[src/stbuf_cfg.svh]
// store buffer configuration: depth and the address, data and byte widths

`ifndef STBUF_CFG_SVH
`define STBUF_CFG_SVH

// ---------------------------------------------------------------------------
// buffer geometry
// ---------------------------------------------------------------------------

// number of entries, power of two
`define STBUF_DEPTH 4

// stored byte address width
`define STBUF_ADDR_BITS 16

// ---------------------------------------------------------------------------
// data lane
// ---------------------------------------------------------------------------

`define STBUF_DATA_WIDTH 32   // one memory word per entry

// bytes per entry, data width over eight
`define STBUF_BYTE_WIDTH 4

`endif

[src/stbuf_pkg.sv]
// store buffer package: entry states, access sizes and width-derived types
`default_nettype none

`include "stbuf_cfg.svh"

package stbuf_pkg;

   // lifecycle of one buffer entry
   typedef enum logic [1:0] {
      ent_free,    // slot unused
      ent_wait,    // written in dc3, decision pending in dc5
      ent_drain,   // committed, goes to memory
      ent_flush    // killed, dropped at the head
   } stbuf_ent_e;

   typedef enum logic [1:0] {
      sz_byte,
      sz_half,
      sz_word
   } ldst_size_e;

   typedef logic [$clog2(`STBUF_DEPTH)-1:0] stbuf_ptr_t;
   typedef logic [`STBUF_ADDR_BITS-1:0]     stbuf_addr_t;
   typedef logic [`STBUF_DATA_WIDTH-1:0]    stbuf_data_t;
   typedef logic [`STBUF_BYTE_WIDTH-1:0]    stbuf_byteen_t;

endpackage

`default_nettype wire

[src/stbuf_alloc.sv]
// store buffer allocation: write pointer, byte enables and the dc3 to dc5 pipe
`timescale 1ns/10ps
`default_nettype none

`include "stbuf_cfg.svh"

module stbuf_alloc
   import stbuf_pkg::*;
(
   input  logic          clk,
   input  logic          rst_n,

   input  logic          store_valid_dc3,
   input  stbuf_addr_t   store_addr_dc3,
   input  ldst_size_e    store_size_dc3,
   input  stbuf_data_t   store_data_dc3,

   output logic          wr_en,
   output stbuf_ptr_t    wr_ptr,
   output stbuf_addr_t   wr_addr,
   output stbuf_byteen_t wr_byteen,
   output stbuf_data_t   wr_data,

   output logic          dc5_valid,
   output stbuf_ptr_t    dc5_ptr
);

   localparam int BYTE_OFS = $clog2(`STBUF_BYTE_WIDTH);

   stbuf_byteen_t size_mask;
   logic          dc4_valid;
   stbuf_ptr_t    dc4_ptr;

   // ------------------------------------------------------------------------
   // byte enables
   // ------------------------------------------------------------------------
   always_comb begin
      case (store_size_dc3)
         sz_byte: size_mask = stbuf_byteen_t'(1);
         sz_half: size_mask = stbuf_byteen_t'(3);
         default: size_mask = '1;           // full word
      endcase
   end

   // lanes above the word are dropped, no second bank
   assign wr_byteen = size_mask << store_addr_dc3[BYTE_OFS-1:0];

   assign wr_en   = store_valid_dc3;
   assign wr_addr = store_addr_dc3;
   assign wr_data = store_data_dc3;

   // ------------------------------------------------------------------------
   // write pointer and dc4/dc5 tracking
   // ------------------------------------------------------------------------
   always_ff @(posedge clk or negedge rst_n) begin
      if (!rst_n) begin
         wr_ptr    <= '0;
         dc4_valid <= 1'b0;
         dc4_ptr   <= '0;
         dc5_valid <= 1'b0;
         dc5_ptr   <= '0;
      end else begin
         if (store_valid_dc3) begin
            wr_ptr <= wr_ptr + 1'b1;        // wraps with depth
         end
         dc4_valid <= store_valid_dc3;
         dc4_ptr   <= wr_ptr;              // slot taken in dc3
         dc5_valid <= dc4_valid;
         dc5_ptr   <= dc4_ptr;
      end
   end

endmodule

`default_nettype wire

[src/stbuf_entries.sv]
// store buffer entries: storage, entry state, read pointer, drain and occupancy
`timescale 1ns/10ps
`default_nettype none

`include "stbuf_cfg.svh"

module stbuf_entries
   import stbuf_pkg::*;
(
   input  logic          clk,
   input  logic          rst_n,

   input  logic          wr_en,
   input  stbuf_ptr_t    wr_ptr,
   input  stbuf_addr_t   wr_addr,
   input  stbuf_byteen_t wr_byteen,
   input  stbuf_data_t   wr_data,

   input  logic          dc5_valid,
   input  stbuf_ptr_t    dc5_ptr,
   input  logic          commit_dc5,

   input  logic          isldst_dc1,
   input  logic          ldst_dc2,
   input  logic          ldst_dc3,

   input  logic          drain_done,
   output logic          drain_req,
   output logic          drain_flushed,
   output stbuf_addr_t   drain_addr,
   output stbuf_byteen_t drain_byteen,
   output stbuf_data_t   drain_data,

   output logic          stbuf_full,
   output logic          stbuf_empty,

   output stbuf_addr_t   [`STBUF_DEPTH-1:0] ent_addr,
   output stbuf_byteen_t [`STBUF_DEPTH-1:0] ent_byteen,
   output stbuf_data_t   [`STBUF_DEPTH-1:0] ent_data,
   output logic          [`STBUF_DEPTH-1:0] ent_fwd_vld
);

   localparam int DEPTH = `STBUF_DEPTH;
   localparam int CNT_W = $clog2(`STBUF_DEPTH) + 2;

   stbuf_ent_e        ent_state     [DEPTH];
   stbuf_ent_e        ent_state_nxt [DEPTH];
   logic [DEPTH-1:0]  ent_occ;
   stbuf_ptr_t        rd_ptr;
   logic              pop;
   logic [CNT_W-1:0]  num_vld;
   logic [CNT_W-1:0]  spec_vld;

   // ------------------------------------------------------------------------
   // head of buffer
   // ------------------------------------------------------------------------
   assign drain_req     = (ent_state[rd_ptr] == ent_drain);
   assign drain_flushed = (ent_state[rd_ptr] == ent_flush);
   assign drain_addr    = ent_addr[rd_ptr];
   assign drain_byteen  = ent_byteen[rd_ptr];
   assign drain_data    = ent_data[rd_ptr];

   // flushed head leaves without memory
   assign pop = (drain_req & drain_done) | drain_flushed;

   // ------------------------------------------------------------------------
   // entry state
   // ------------------------------------------------------------------------
   always_comb begin
      for (int i = 0; i < DEPTH; i++) begin
         ent_state_nxt[i] = ent_state[i];
         if (pop && (rd_ptr == stbuf_ptr_t'(i))) begin
            ent_state_nxt[i] = ent_free;
         end
         if (dc5_valid && (dc5_ptr == stbuf_ptr_t'(i)) && (ent_state[i] == ent_wait)) begin
            ent_state_nxt[i] = commit_dc5 ? ent_drain : ent_flush;
         end
         if (wr_en && (wr_ptr == stbuf_ptr_t'(i))) begin
            ent_state_nxt[i] = ent_wait;
         end
      end
   end

   always_ff @(posedge clk or negedge rst_n) begin
      if (!rst_n) begin
         for (int i = 0; i < DEPTH; i++) begin
            ent_state[i] <= ent_free;
         end
         rd_ptr <= '0;
      end else begin
         ent_state <= ent_state_nxt;
         if (pop) begin
            rd_ptr <= rd_ptr + 1'b1;
         end
      end
   end

   // payload, only the slot at wr_ptr loads
   always_ff @(posedge clk) begin
      if (wr_en) begin
         ent_addr[wr_ptr]   <= wr_addr;
         ent_byteen[wr_ptr] <= wr_byteen;
         ent_data[wr_ptr]   <= wr_data;
      end
   end

   // ------------------------------------------------------------------------
   // occupancy
   // ------------------------------------------------------------------------
   always_comb begin
      num_vld = '0;
      for (int i = 0; i < DEPTH; i++) begin
         ent_occ[i]     = (ent_state[i] != ent_free);
         ent_fwd_vld[i] = ent_occ[i] && (ent_state[i] != ent_flush);
         num_vld        = num_vld + CNT_W'(ent_occ[i]);
      end
   end

   // in-flight memory ops may each need a slot
   assign spec_vld = num_vld + CNT_W'(isldst_dc1) + CNT_W'(ldst_dc2) + CNT_W'(ldst_dc3);

   assign stbuf_full  = (spec_vld >= CNT_W'(DEPTH));
   assign stbuf_empty = ~(|ent_occ);

endmodule

`default_nettype wire

[src/stbuf_fwd.sv]
// store buffer load forwarding: youngest-wins byte merge registered into dc3
`timescale 1ns/10ps
`default_nettype none

`include "stbuf_cfg.svh"

module stbuf_fwd
   import stbuf_pkg::*;
(
   input  logic          clk,
   input  logic          rst_n,

   input  logic          load_cmpen_dc2,
   input  stbuf_addr_t   load_addr_dc2,

   input  logic          wr_en,
   input  stbuf_ptr_t    wr_ptr,
   input  stbuf_addr_t   wr_addr,
   input  stbuf_byteen_t wr_byteen,
   input  stbuf_data_t   wr_data,

   input  stbuf_addr_t   [`STBUF_DEPTH-1:0] ent_addr,
   input  stbuf_byteen_t [`STBUF_DEPTH-1:0] ent_byteen,
   input  stbuf_data_t   [`STBUF_DEPTH-1:0] ent_data,
   input  logic          [`STBUF_DEPTH-1:0] ent_fwd_vld,

   output stbuf_data_t   fwd_data_dc3,
   output stbuf_byteen_t fwd_byteen_dc3
);

   localparam int DEPTH    = `STBUF_DEPTH;
   localparam int BW       = `STBUF_BYTE_WIDTH;
   localparam int AW       = `STBUF_ADDR_BITS;
   localparam int BYTE_OFS = $clog2(`STBUF_BYTE_WIDTH);

   stbuf_data_t   fwd_data_dc2;
   stbuf_byteen_t fwd_byteen_dc2;

   // same word, byte offset ignored
   function automatic logic word_match(stbuf_addr_t a, stbuf_addr_t b);
      return a[AW-1:BYTE_OFS] == b[AW-1:BYTE_OFS];
   endfunction

   // ------------------------------------------------------------------------
   // dc2 merge
   // ------------------------------------------------------------------------
   always_comb begin : merge
      stbuf_ptr_t idx;
      logic       hit;

      fwd_data_dc2   = '0;
      fwd_byteen_dc2 = '0;

      // oldest first, the slot at wr_ptr is the oldest one
      for (int i = 0; i < DEPTH; i++) begin
         idx = wr_ptr + stbuf_ptr_t'(i);
         hit = load_cmpen_dc2 && ent_fwd_vld[idx] && word_match(ent_addr[idx], load_addr_dc2);
         for (int j = 0; j < BW; j++) begin
            if (hit && ent_byteen[idx][j]) begin
               fwd_byteen_dc2[j]       = 1'b1;
               fwd_data_dc2[8*j +: 8] = ent_data[idx][8*j +: 8];
            end
         end
      end

      // store in dc3 is younger than any entry
      hit = load_cmpen_dc2 && wr_en && word_match(wr_addr, load_addr_dc2);
      for (int j = 0; j < BW; j++) begin
         if (hit && wr_byteen[j]) begin
            fwd_byteen_dc2[j]       = 1'b1;
            fwd_data_dc2[8*j +: 8] = wr_data[8*j +: 8];
         end
      end
   end

   // ------------------------------------------------------------------------
   // dc3 result
   // ------------------------------------------------------------------------
   always_ff @(posedge clk or negedge rst_n) begin
      if (!rst_n) begin
         fwd_byteen_dc3 <= '0;
         fwd_data_dc3   <= '0;
      end else begin
         fwd_byteen_dc3 <= fwd_byteen_dc2;
         fwd_data_dc3   <= fwd_data_dc2;   // zero where not enabled
      end
   end

endmodule

`default_nettype wire

[src/stbuf_top.sv]
// store buffer top level joining allocation, entry storage and load forwarding
`timescale 1ns/10ps
`default_nettype none

`include "stbuf_cfg.svh"

module stbuf_top
   import stbuf_pkg::*;
(
   input  logic          clk,
   input  logic          rst_n,

   // store in dc3
   input  logic          store_valid_dc3,
   input  stbuf_addr_t   store_addr_dc3,
   input  ldst_size_e    store_size_dc3,
   input  stbuf_data_t   store_data_dc3,

   input  logic          isldst_dc1,
   input  logic          ldst_dc2,
   input  logic          ldst_dc3,
   input  logic          commit_dc5,

   // load compare in dc2
   input  logic          load_cmpen_dc2,
   input  stbuf_addr_t   load_addr_dc2,

   // memory drain port
   input  logic          drain_done,
   output logic          drain_req,
   output logic          drain_flushed,
   output stbuf_addr_t   drain_addr,
   output stbuf_byteen_t drain_byteen,
   output stbuf_data_t   drain_data,

   output logic          stbuf_full,
   output logic          stbuf_empty,

   output stbuf_data_t   fwd_data_dc3,
   output stbuf_byteen_t fwd_byteen_dc3
);

   logic                               wr_en;
   stbuf_ptr_t                         wr_ptr;
   stbuf_addr_t                        wr_addr;
   stbuf_byteen_t                      wr_byteen;
   stbuf_data_t                        wr_data;
   logic                               dc5_valid;
   stbuf_ptr_t                         dc5_ptr;
   stbuf_addr_t   [`STBUF_DEPTH-1:0]   ent_addr;
   stbuf_byteen_t [`STBUF_DEPTH-1:0]   ent_byteen;
   stbuf_data_t   [`STBUF_DEPTH-1:0]   ent_data;
   logic          [`STBUF_DEPTH-1:0]   ent_fwd_vld;

   stbuf_alloc u_alloc (
      .clk             (clk),
      .rst_n           (rst_n),
      .store_valid_dc3 (store_valid_dc3),
      .store_addr_dc3  (store_addr_dc3),
      .store_size_dc3  (store_size_dc3),
      .store_data_dc3  (store_data_dc3),
      .wr_en           (wr_en),
      .wr_ptr          (wr_ptr),
      .wr_addr         (wr_addr),
      .wr_byteen       (wr_byteen),
      .wr_data         (wr_data),
      .dc5_valid       (dc5_valid),
      .dc5_ptr         (dc5_ptr)
   );

   stbuf_entries u_entries (
      .clk           (clk),
      .rst_n         (rst_n),
      .wr_en         (wr_en),
      .wr_ptr        (wr_ptr),
      .wr_addr       (wr_addr),
      .wr_byteen     (wr_byteen),
      .wr_data       (wr_data),
      .dc5_valid     (dc5_valid),
      .dc5_ptr       (dc5_ptr),
      .commit_dc5    (commit_dc5),
      .isldst_dc1    (isldst_dc1),
      .ldst_dc2      (ldst_dc2),
      .ldst_dc3      (ldst_dc3),
      .drain_done    (drain_done),
      .drain_req     (drain_req),
      .drain_flushed (drain_flushed),
      .drain_addr    (drain_addr),
      .drain_byteen  (drain_byteen),
      .drain_data    (drain_data),
      .stbuf_full    (stbuf_full),
      .stbuf_empty   (stbuf_empty),
      .ent_addr      (ent_addr),
      .ent_byteen    (ent_byteen),
      .ent_data      (ent_data),
      .ent_fwd_vld   (ent_fwd_vld)
   );

   stbuf_fwd u_fwd (
      .clk            (clk),
      .rst_n          (rst_n),
      .load_cmpen_dc2 (load_cmpen_dc2),
      .load_addr_dc2  (load_addr_dc2),
      .wr_en          (wr_en),
      .wr_ptr         (wr_ptr),
      .wr_addr        (wr_addr),
      .wr_byteen      (wr_byteen),
      .wr_data        (wr_data),
      .ent_addr       (ent_addr),
      .ent_byteen     (ent_byteen),
      .ent_data       (ent_data),
      .ent_fwd_vld    (ent_fwd_vld),
      .fwd_data_dc3   (fwd_data_dc3),
      .fwd_byteen_dc3 (fwd_byteen_dc3)
   );

endmodule

`default_nettype wire

[config.mk]
export PLATFORM = sky130hd
export DESIGN_NAME = stbuf_top
export DESIGN_NICKNAME = d
export VERILOG_FILES = /design/src/stbuf_pkg.sv /design/src/stbuf_alloc.sv /design/src/stbuf_entries.sv /design/src/stbuf_fwd.sv /design/src/stbuf_top.sv
export VERILOG_INCLUDE_DIRS = /design/src
export SDC_FILE = /design/constraint.sdc
export NUM_CORES = 1
export LEC_CHECK = 0
export ABC_CLOCK_PERIOD_IN_PS = 4800
export BUFFER_PORTS_ARGS = -buffer_cell sky130_fd_sc_hd__buf_2
export CELL_PAD_IN_SITES_DETAIL_PLACEMENT = 1
export CELL_PAD_IN_SITES_GLOBAL_PLACEMENT = 2
export CORE_AREA = 2 2 218 220
export CTS_BUF_LIST = sky130_fd_sc_hd__clkbuf_16
export CTS_CLUSTER_DIAMETER = 100
export DETAILED_ROUTE_END_ITERATION = 7
export DIE_AREA = 0 0 220 222
export PLACE_DENSITY = 0.83
export SYNTH_ARGS = -nofsm -noshare
export SYNTH_HDL_FRONTEND = slang
export SYNTH_HIERARCHICAL = 1
export SYNTH_SLANG_ARGS = --single-unit
[constraint.sdc]
create_clock -name clk -period 4.8 [get_ports clk]
set_input_delay 0.48 -clock clk [delete_from_list [all_inputs] [get_ports clk]]
set_output_delay 0.48 -clock clk [all_outputs]
set_load 0.02 [all_outputs]
==> results.sh, run 1 <==
export IMPL_max_slew_worst_pin_slew_ns=1.10
export IMPL_synth_seq_cells=262
export IMPL_antenna_found_initial=7
export IMPL_intPower_mw=7.00
export IMPL_fin_worst_skew_ns=0.0206
export IMPL_synth_async_sr_flop_share_pct=20.6
export IMPL_grt_first_pass_wirelength_um=79300
export IMPL_clock_sinks=262
export IMPL_via_count=12500
export IMPL_p_switching_mw=5.02
export IMPL_nFillCells=4926
export IMPL_hold_viol=0
export IMPL_root_buffer="clkbuf_16"
export IMPL_crit_type="register to register"
export IMPL_post_cts_setup_buffers=0
export IMPL_ant_nets=0
export IMPL_swShare_pct=41.8
export IMPL_yosysTopAreaCellShare_pct=36.7
export IMPL_synth_cell_types=75
export IMPL_layout_common_cells="edfxtp_1 (208), buf_2 (164), mux2i_1 (151)"
export IMPL_seq_power_share_pct=30.2
export IMPL_wl_per_cell_um=24.1
export IMPL_regToRegSetupSlack_ns=0.48
export IMPL_critPathMaxFanout=37
export IMPL_synth_largest_area_cell="edfxtp_1"
export IMPL_final_nets=1592
export IMPL_start_kind="register"
export IMPL_maxCapViolations=0
export IMPL_synth_edf_count=208
export IMPL_grt_usage_pct=20.9
export IMPL_fp_dieW_um=220
export IMPL_post_dp_hpwl_um=35800
export IMPL_finalPower_mw=12.0
export IMPL_hp_class="primary input to register"
export IMPL_initial_core_util_pct=36.8
export IMPL_ys_flop_type="edfxtp_1"
export IMPL_grt_max_degree=96
export IMPL_fin_setup_tns_ns=0
export IMPL_cts_tree="built"
export IMPL_final_common_cell="edfxtp_1"
export IMPL_slew_violations=0
export IMPL_critical_path_arrival_ns=4.78
export IMPL_min_period_ns=4.32
export IMPL_die_h_um=222
export IMPL_place_inst=2074
export IMPL_place_ws_ns=0.528
export IMPL_syn_area_um2=17000
export IMPL_gp_congestion=0.912
export IMPL_syn_num_nets=1494
export IMPL_multi_input_area_um2=8400
export IMPL_maxSlewHeadroom_pct=26.4
export IMPL_yosysWarnings=6
export IMPL_clk_path_buf_depth=3
export IMPL_drive_above_1_share_pct=27.3
export IMPL_area_growth_pct=12.8
export IMPL_status="finished clean"
export IMPL_drt_first_pass_iters=7
export IMPL_htree_levels=1
export IMPL_syn_avg_cell_area_um2=12.1
export IMPL_grt_pass1_vias=13000
export IMPL_netlist_instances=1403
export IMPL_layout_setup_ws_ns=0.476
export IMPL_worst_hold_slack_ns=0.121
export IMPL_core_um2=46300
export IMPL_finalCritPeriodShare_pct=90.1
export IMPL_clkTransAtPathRegs_ns=0.06
export IMPL_seq_area_um2=7610
export IMPL_die_area_um2=48800
export IMPL_insertion_delay_ns=0.58
export IMPL_cts_buffers=31
export IMPL_io_pins=167
export IMPL_rsz0062_at_grt="false"
export IMPL_drcViolationCount=0
export IMPL_setup_viol=0
export IMPL_p_clk_share_pct=19.5
export IMPL_combPwrFrac_pct=50.3
export IMPL_rows=79
export IMPL_ir_worst_vdd_v=0.000299
export IMPL_synth_area_top_cells="edfxtp_1 (37%), mux4_2 (11%), mux2i_1 (8.9%), dfrtp_1 (7.9%), mux2_2 (3.2%)"
export IMPL_ys_seq_area_share_pct=44.6
export IMPL_p_leak_nw=7.30
export IMPL_wl_um=51500
export IMPL_drt_iter0_drc=997
export IMPL_critPathCaptureType="register"
export IMPL_required_ns=5.26
export IMPL_pwr_density_cell_nw_per_um2=627
export IMPL_timing_fmax_ghz=0.231
export IMPL_overflow=0
export IMPL_via_per_inst=5.86
export IMPL_fin_cells=2137
export IMPL_port_buffers=164
[cell type report]
type,count,share of cell area [%]
clock buffers,31,4.04
well taps,607,3.96
diodes,5,0.0652
flip-flops and latches,262,39.7
multi-input cells,944,43.8
clock inverters,26,1.21
repair buffers,215,6.35
inverters,47,0.919
[kinds of logic after synthesis]
logic type	count (synthesis)	share of synthesized area [%]
AND/OR/NAND/NOR	217	6.49
adder cells (fa/ha/maj)	16	1.26
AO/OA/AOI/OAI	354	14.6
flip-flops	262	44.6
XOR/XNOR	75	3.86
buffers and inverters	197	6.13
multiplexers	282	23.0
[metrics by stage]
| stage | area (um2) | util (%) |
|---|---|---|
| floorplan | 17000 | - |
| global placement | 18200 | 39.3 |
| detailed placement | 18200 | 39.3 |
| CTS | 19200 | 41.5 |
| global route | 19200 | 41.5 |
| finish | 19200 | 41.5 |
[power groups by stage]
stage	clock, mW	sequential, mW	combinational [mW]
global placement	0	3.64	5.93
finish	2.35	3.63	6.04
detailed placement	0	3.69	6.05
floorplan	0	3.40	4.62
global route	2.49	3.73	6.51
CTS	2.40	3.64	6.08
[synthesized netlist by cell type (8+ instances only)]
master and n:
ha_1 14, nor3_1 11, clkbuf_1 42, a211oi_1 29, buf_2 39, o211ai_1 20
nand4_1 9, nor2_1 62, mux2i_1 151, xor2_1 22, inv_1 46, dfrtp_1 54
o21a_1 12, o211a_1 11, a21oi_1 48, o22ai_1 20, buf_1 8, o21ai_0 93
mux4_2 82, edfxtp_1 208, o221ai_1 20, mux2_2 48, xnor2_1 53, nand3_1 13
buf_4 54, and2_1 19, a22oi_1 13, a221oi_1 23, nand2_1 59
[flip-flops by register name, indices dropped and copies added, names as in the netlist]
signal,cells
u_entries/ent_data,128
u_alloc/dc5_ptr,2
u_alloc/dc4_valid,1
u_entries/ent_state,8
u_entries/ent_byteen,16
u_entries/rd_ptr,2
u_alloc/dc5_valid,1
u_fwd/fwd_byteen_dc3,4
u_alloc/dc4_ptr,2
u_alloc/wr_ptr,2
u_entries/ent_addr,64
u_fwd/fwd_data_dc3,32
[routing by layer]
layer,share of wire [%],routed length [um],up-vias,GRT usage (%)
li1,-,-,5653,-
met1,44,22900,6476,28.8
met2,48,24900,324,34.2
met3,4.8,2480,73,2.94
met4,2.4,1220,4,6.00
met5,0.045,23,-,0
[worst max-delay path: stages (launching register included)]
cell and delay [ns]:
dfrtp_4 0.81, mux4_2 0.60, xnor2_1 0.23, nand2_1 0.10, or4_1 0.62, buf_4 0.21, or4_1 0.64, nand3_1 0.16
buf_4 0.20, a21oi_1 0.08, o221a_2 0.25, a211oi_1 0.26
[timing repair]
action,4_1_cts,5_1_grt
hold buffers,1,0
resized for setup,0,0
hold endpoints to repair,18,0
[path summary, 6_finish.rpt]
check / from / endpoint / depth (start not counted)
setup / recovery: u_alloc/wr_ptr[1] / u_fwd/fwd_data_dc3[26] / 11
hold / removal: store_data_dc3[3] / u_entries/ent_data[67] / 1
setup reg to reg: u_alloc/wr_ptr[1] / u_fwd/fwd_data_dc3[26] / 11
hold reg to reg: u_alloc/dc4_valid / u_alloc/dc5_valid / 0
max in group asynchronous: rst_n / u_alloc/wr_ptr[0] / 3
min in group asynchronous: rst_n / u_fwd/fwd_data_dc3[19] / 2
No activity file was read; power rests on OpenSTA's default activity.
==> run 2: changes to the inputs <==
==> constraint.sdc (replaced) <==
create_clock -name clk -period 4.8 [get_ports clk]
set_input_delay 0.48 -clock clk [delete_from_list [all_inputs] [get_ports clk]]
set_output_delay 0.48 -clock clk [all_outputs]
set_load 0.1 [all_outputs]
==> results.sh, run 2 (synthesized netlist as in run 1, its figures left out) <==
export IMPL_status="finished clean"
export IMPL_p_leak_nw=7.31
export IMPL_fin_worst_skew_ns=0.0178
export IMPL_routedLengthMet1_um=23200
export IMPL_drt_iter0_drc=863
export IMPL_min_period_ns=4.48
export IMPL_final_common_cell="edfxtp_1"
export IMPL_critPathCaptureType="register"
export IMPL_wl_um=51900
export IMPL_start_kind="register"
export IMPL_core_um2=46300
export IMPL_largest_register_ffs=128
export IMPL_via_per_inst=5.86
export IMPL_insertion_delay_ns=0.58
export IMPL_critPathMaxFanout=37
export IMPL_regToRegSetupSlack_ns=0.32
export IMPL_overflow=0
export IMPL_antenna_found_initial=6
export IMPL_reg_top3="u_entries/ent_data (128), u_entries/ent_addr (64), u_fwd/fwd_data_dc3 (32)"
export IMPL_top_register="u_entries/ent_data"
export IMPL_port_buffers=164
export IMPL_p_switching_mw=7.50
export IMPL_grt_usage_pct=20.9
export IMPL_maxSlewHeadroom_pct=29.4
export IMPL_die_h_um=222
export IMPL_seq_power_share_pct=25.3
export IMPL_initial_core_util_pct=36.8
export IMPL_grt_max_degree=96
export IMPL_clock_sinks=262
export IMPL_rows=79
export IMPL_intPower_mw=6.86
export IMPL_htree_levels=1
export IMPL_clk_path_buf_depth=3
export IMPL_p_clk_share_pct=15.1
export IMPL_grt_first_pass_wirelength_um=79000
export IMPL_ir_worst_vdd_v=0.000530
export IMPL_met2_length_um=25400
export IMPL_fin_setup_tns_ns=0
export IMPL_setup_viol=0
export IMPL_ant_nets=0
export IMPL_fin_cells=2137
export IMPL_maxCapViolations=0
export IMPL_finalCritPeriodShare_pct=93.3
export IMPL_drcViolationCount=0
export IMPL_hp_class="primary input to register"
export IMPL_pwr_density_cell_nw_per_um2=751
export IMPL_via_count=12500
export IMPL_post_dp_hpwl_um=35600
export IMPL_grt_pass1_vias=12900
export IMPL_combPwrFrac_pct=59.6
export IMPL_drive_above_1_share_pct=27.0
export IMPL_clkTransAtPathRegs_ns=0.06
export IMPL_dr_max_layer_used="met5"
export IMPL_swShare_pct=52.2
export IMPL_cts_buffers=30
export IMPL_die_area_um2=48800
export IMPL_place_inst=2075
export IMPL_wl_met3_um=2240
export IMPL_required_ns=5.24
export IMPL_rsz0062_at_grt="false"
export IMPL_cts_tree="built"
export IMPL_layout_common_cells="edfxtp_1 (208), buf_2 (164), mux2i_1 (151)"
export IMPL_hold_viol=0
export IMPL_max_slew_worst_pin_slew_ns=1.06
export IMPL_wl_per_cell_um=24.3
export IMPL_root_buffer="clkbuf_16"
export IMPL_gp_congestion=0.892
export IMPL_slew_violations=0
export IMPL_timing_fmax_ghz=0.223
export IMPL_drt_first_pass_iters=7
export IMPL_final_nets=1592
export IMPL_crit_type="register to register"
export IMPL_critical_path_arrival_ns=4.93
export IMPL_fp_dieW_um=220
export IMPL_area_growth_pct=12.4
export IMPL_io_pins=167
export IMPL_post_cts_setup_buffers=0
-- run 2: cell type report --
cell class / count / area, um2
fillers: 4964 / 27100
flip-flops and latches: 262 / 7610
clock buffers: 32 / 801
repair buffers: 216 / 1230
multi-input cells: 944 / 8400
diodes: 5 / 12.5
clock inverters: 24 / 130
well taps: 607 / 759
inverters: 47 / 176
-- run 2: critical path, stage by stage (launching register included) --
cell       delay [ns]
dfrtp_4          0.79
buf_4            0.45
buf_4            0.47
mux2i_1          0.13
nand2_1          0.08
a32oi_1          0.11
a2111oi_0        0.55
buf_4            0.21
and2_1           0.34
and3_1           0.53
nand2_1          0.11
a22o_1           0.21
a211oi_1         0.32
-- run 2: worst paths after layout --
| kind | from | end | depth (start not counted) |
|---|---|---|---|
| worst max-delay path | u_alloc/wr_ptr[1] | u_fwd/fwd_data_dc3[6] | 12 |
| worst min-delay path | store_data_dc3[0] | u_entries/ent_data[64] | 1 |
| worst max register to register | u_alloc/wr_ptr[1] | u_fwd/fwd_data_dc3[6] | 12 |
| worst min register to register | u_alloc/dc4_valid | u_alloc/dc5_valid | 0 |
| max in group asynchronous | rst_n | u_fwd/fwd_data_dc3[7] | 3 |
| min in group asynchronous | rst_n | u_fwd/fwd_data_dc3[25] | 2 |
-- run 2: power groups by stage --
stage | Sequential (mW) | Clock (mW) | Combinational [mW]
2_1_floorplan | 3.98 | 0 | 6.57
3_3_place_gp | 3.64 | 0 | 8.43
3_5_place_dp | 3.69 | 0 | 8.55
4_1_cts | 3.65 | 2.22 | 8.58
5_1_grt | 3.72 | 2.31 | 9.01
6_report | 3.63 | 2.16 | 8.56
-- run 2: timing repair --
action	in CTS	in global routing
hold buffers	1	0
gates resized for setup	0	0
hold endpoints to repair	27	0
-- run 2: stage by stage --
stage	cell area, um2	utilization, %	total power [mW]	hold WS, ns	setup slack [ns]
2_1_floorplan	17000	-	10.5	0.184	1.10
3_3_place_gp	18200	39.3	12.1	0.331	0.399
3_5_place_dp	18200	39.3	12.2	0.336	0.367
4_1_cts	19100	41.3	14.4	0.105	0.322
5_1_grt	19100	41.3	15.0	0.115	0.128
6_report	19100	41.3	14.4	0.130	0.319
-- run 2: layer usage --
layer	GRT usage (%)	vias up
met4	5.61	2
met5	0	-
met3	2.74	59
met1	28.9	6530
met2	34.6	281
li1	-	5661
==> run 3: changes to the inputs <==
--- a/config.mk
+++ b/config.mk
@@ -10,12 +10,13 @@
 export BUFFER_PORTS_ARGS = -buffer_cell sky130_fd_sc_hd__buf_2
 export CELL_PAD_IN_SITES_DETAIL_PLACEMENT = 1
 export CELL_PAD_IN_SITES_GLOBAL_PLACEMENT = 2
-export CORE_AREA = 2 2 218 220
+export CORE_AREA = 2 2 185 259
 export CTS_BUF_LIST = sky130_fd_sc_hd__clkbuf_16
 export CTS_CLUSTER_DIAMETER = 100
 export DETAILED_ROUTE_END_ITERATION = 7
-export DIE_AREA = 0 0 220 222
+export DIE_AREA = 0 0 187 261
 export PLACE_DENSITY = 0.83
+export SLEW_MARGIN = 20
 export SYNTH_ARGS = -nofsm -noshare
 export SYNTH_HDL_FRONTEND = slang
 export SYNTH_HIERARCHICAL = 1
==> results.sh, run 3 (synthesized netlist as in run 1, its figures left out) <==
export IMPL_status="finished clean"
export IMPL_clk_path_buf_depth=3
export IMPL_via_per_inst=5.85
export IMPL_finalCritPeriodShare_pct=93.3
export IMPL_cts_resized=0
export IMPL_nFillCells=4991
export IMPL_drive_above_1_share_pct=28.0
export IMPL_max_slew_worst_pin_slew_ns=1.10
export IMPL_layout_common_cells="edfxtp_1 (208), buf_2 (164), mux2i_1 (151)"
export IMPL_grt_use_met3_pct=2.79
export IMPL_die_h_um=261
export IMPL_post_cts_setup_buffers=0
export IMPL_slew_violations=0
export IMPL_postCtsHoldBufs=0
export IMPL_wl_um=53100
export IMPL_slowest_delay_ns=0.77
export IMPL_final_nets=1597
export IMPL_post_dp_hpwl_um=36000
export IMPL_insertedDiodeCount=0
export IMPL_timing_fmax_ghz=0.223
export IMPL_antenna_found_initial=5
export IMPL_rsz0062_at_grt="false"
export IMPL_grt_first_pass_wirelength_um=80500
export IMPL_clock_sinks=262
export IMPL_p_leak_nw=7.40
export IMPL_top_register="u_entries/ent_data"
export IMPL_required_ns=5.19
export IMPL_crit_top_cell="buf_4"
export IMPL_port_buffers=164
export IMPL_timing_critical_path_cells="buf_4 -> mux2i_1 -> o22ai_1 -> a2111oi_0 -> o221ai_1 -> nor4_2 -> buf_4 -> nand3b_1 -> buf_4 -> a21o_1 -> a211oi_1 -> a211oi_1"
export IMPL_critical_path_top_delay_family="compound AO/OA/AOI/OAI gates"
export IMPL_setup_viol=0
export IMPL_grt_use_met1_pct=25.0
export IMPL_io_pins=167
export IMPL_start_kind="register"
export IMPL_critPathBufInv=3
export IMPL_htree_levels=1
export IMPL_largest_register_ffs=128
export IMPL_insertion_delay_ns=0.58
export IMPL_grt_busiest_layer="met2"
export IMPL_min_period_ns=4.48
export IMPL_maxSlewHeadroom_pct=26.7
export IMPL_via_count=12600
export IMPL_hp_class="primary input to asynchronous set/reset pin"
export IMPL_multi_input_area_um2=8400
export IMPL_drt_first_pass_iters=5
export IMPL_hold_viol=0
export IMPL_initial_core_util_pct=36.4
export IMPL_overflow=0
export IMPL_met2_usage_pct=40.1
export IMPL_drt_iter0_drc=715
export IMPL_drcViolationCount=0
export IMPL_ant_nets=0
export IMPL_cts_buffers=30
export IMPL_clkTransAtPathRegs_ns=0.07
export IMPL_critPathCaptureType="register"
export IMPL_final_common_cell="edfxtp_1"
export IMPL_root_buffer="clkbuf_16"
export IMPL_pwr_density_cell_nw_per_um2=768
export IMPL_grt_pass1_vias=13500
export IMPL_critPathMaxFanout=30
export IMPL_area_growth_pct=14.2
export IMPL_fin_setup_tns_ns=0
export IMPL_fin_util_pct=41.6
export IMPL_ir_worst_vdd_v=0.000677
export IMPL_cpMaxStageDelayCell="dfrtp_4"
export IMPL_maxCapViolations=0
export IMPL_grt_max_degree=132
export IMPL_cts_tree="built"
export IMPL_critical_path_arrival_ns=4.87
export IMPL_die_area_um2=48800
export IMPL_crit_type="register to register"
export IMPL_wl_per_cell_um=24.7
export IMPL_reg_top3="u_entries/ent_data (128), u_entries/ent_addr (64), u_fwd/fwd_data_dc3 (32)"
export IMPL_grt_usage_pct=21.3
export IMPL_core_um2=46700
export IMPL_gp_congestion=0.831
export IMPL_fp_dieW_um=187
export IMPL_fin_worst_skew_ns=0.0170
export IMPL_rows=94
export IMPL_seq_area_um2=7610
==> run 3: changes by cell type in the layout (fill, tap and decap cells not counted) <==
cell,change
inv_1,-13
bufinv_16,+8
buf_12,+5
diode_2,-5
clkinv_1,+2
clkinvlp_4,+2
inv_6,+2
buf_4,+1
clkbuf_16,-1
dlygate4sd3_1,-1
inv_2,-1
inv_8,+1
==> run 3: per-stage QoR <==
step	hold WS, ns	instances	power [mW]	cell area (um2)	setup WS (ns)
2_1_floorplan	0.184	1403	10.5	17000	1.10
3_3_place_gp	0.332	2097	12.1	18300	0.480
3_5_place_dp	0.339	2097	12.3	18300	0.452
4_1_cts	0.0957	2153	15.0	19400	0.430
5_1_grt	0.116	2154	15.6	19400	0.213
6_report	0.0823	2154	14.9	19400	0.321
==> run 3: final timing paths <==
| path | to | slack, ns | start | cells after the start |
|---|---|---|---|---|
| worst max-delay path | u_fwd/fwd_data_dc3[10] | 0.32 | u_alloc/wr_ptr[1] | 12 |
| worst min-delay path | u_fwd/fwd_data_dc3[19] | 0.08 | rst_n | 2 |
| worst max register to register | u_fwd/fwd_data_dc3[10] | 0.32 | u_alloc/wr_ptr[1] | 12 |
| worst min register to register | u_alloc/dc5_valid | 0.35 | u_alloc/dc4_valid | 0 |
| max in group asynchronous | u_alloc/wr_ptr[0] | 4.08 | rst_n | 2 |
| min in group clk | u_entries/ent_data[57] | 0.13 | store_data_dc3[25] | 1 |
==> run 3: area by class of cell <==
type / instances / area share [%]
multi-input cells: 944 / 43.2
flip-flops and latches: 262 / 39.1
repair buffers: 221 / 6.81
well taps: 624 / 4.02
clock buffers: 31 / 3.99
clock inverters: 25 / 1.90
inverters: 47 / 0.908
==> run 3: per-layer routing <==
layer  part of all wire, %  up-vias
li1                      -     5638
met1                    40     6550
met2                    53      317
met3                   4.0       90
met4                   2.8        8
met5                 0.092        -
==> run 3: power by group <==
| group | internal (mW) | switching, mW | leakage, nW | total, mW |
|---|---|---|---|---|
| registers | 3.02 | 0.572 | 2.59 | 3.59 |
| logic | 2.64 | 6.04 | 4.25 | 8.68 |
| clock network | 1.66 | 0.990 | 0.556 | 2.65 |
| total | 7.32 | 7.60 | 7.40 | 14.9 |
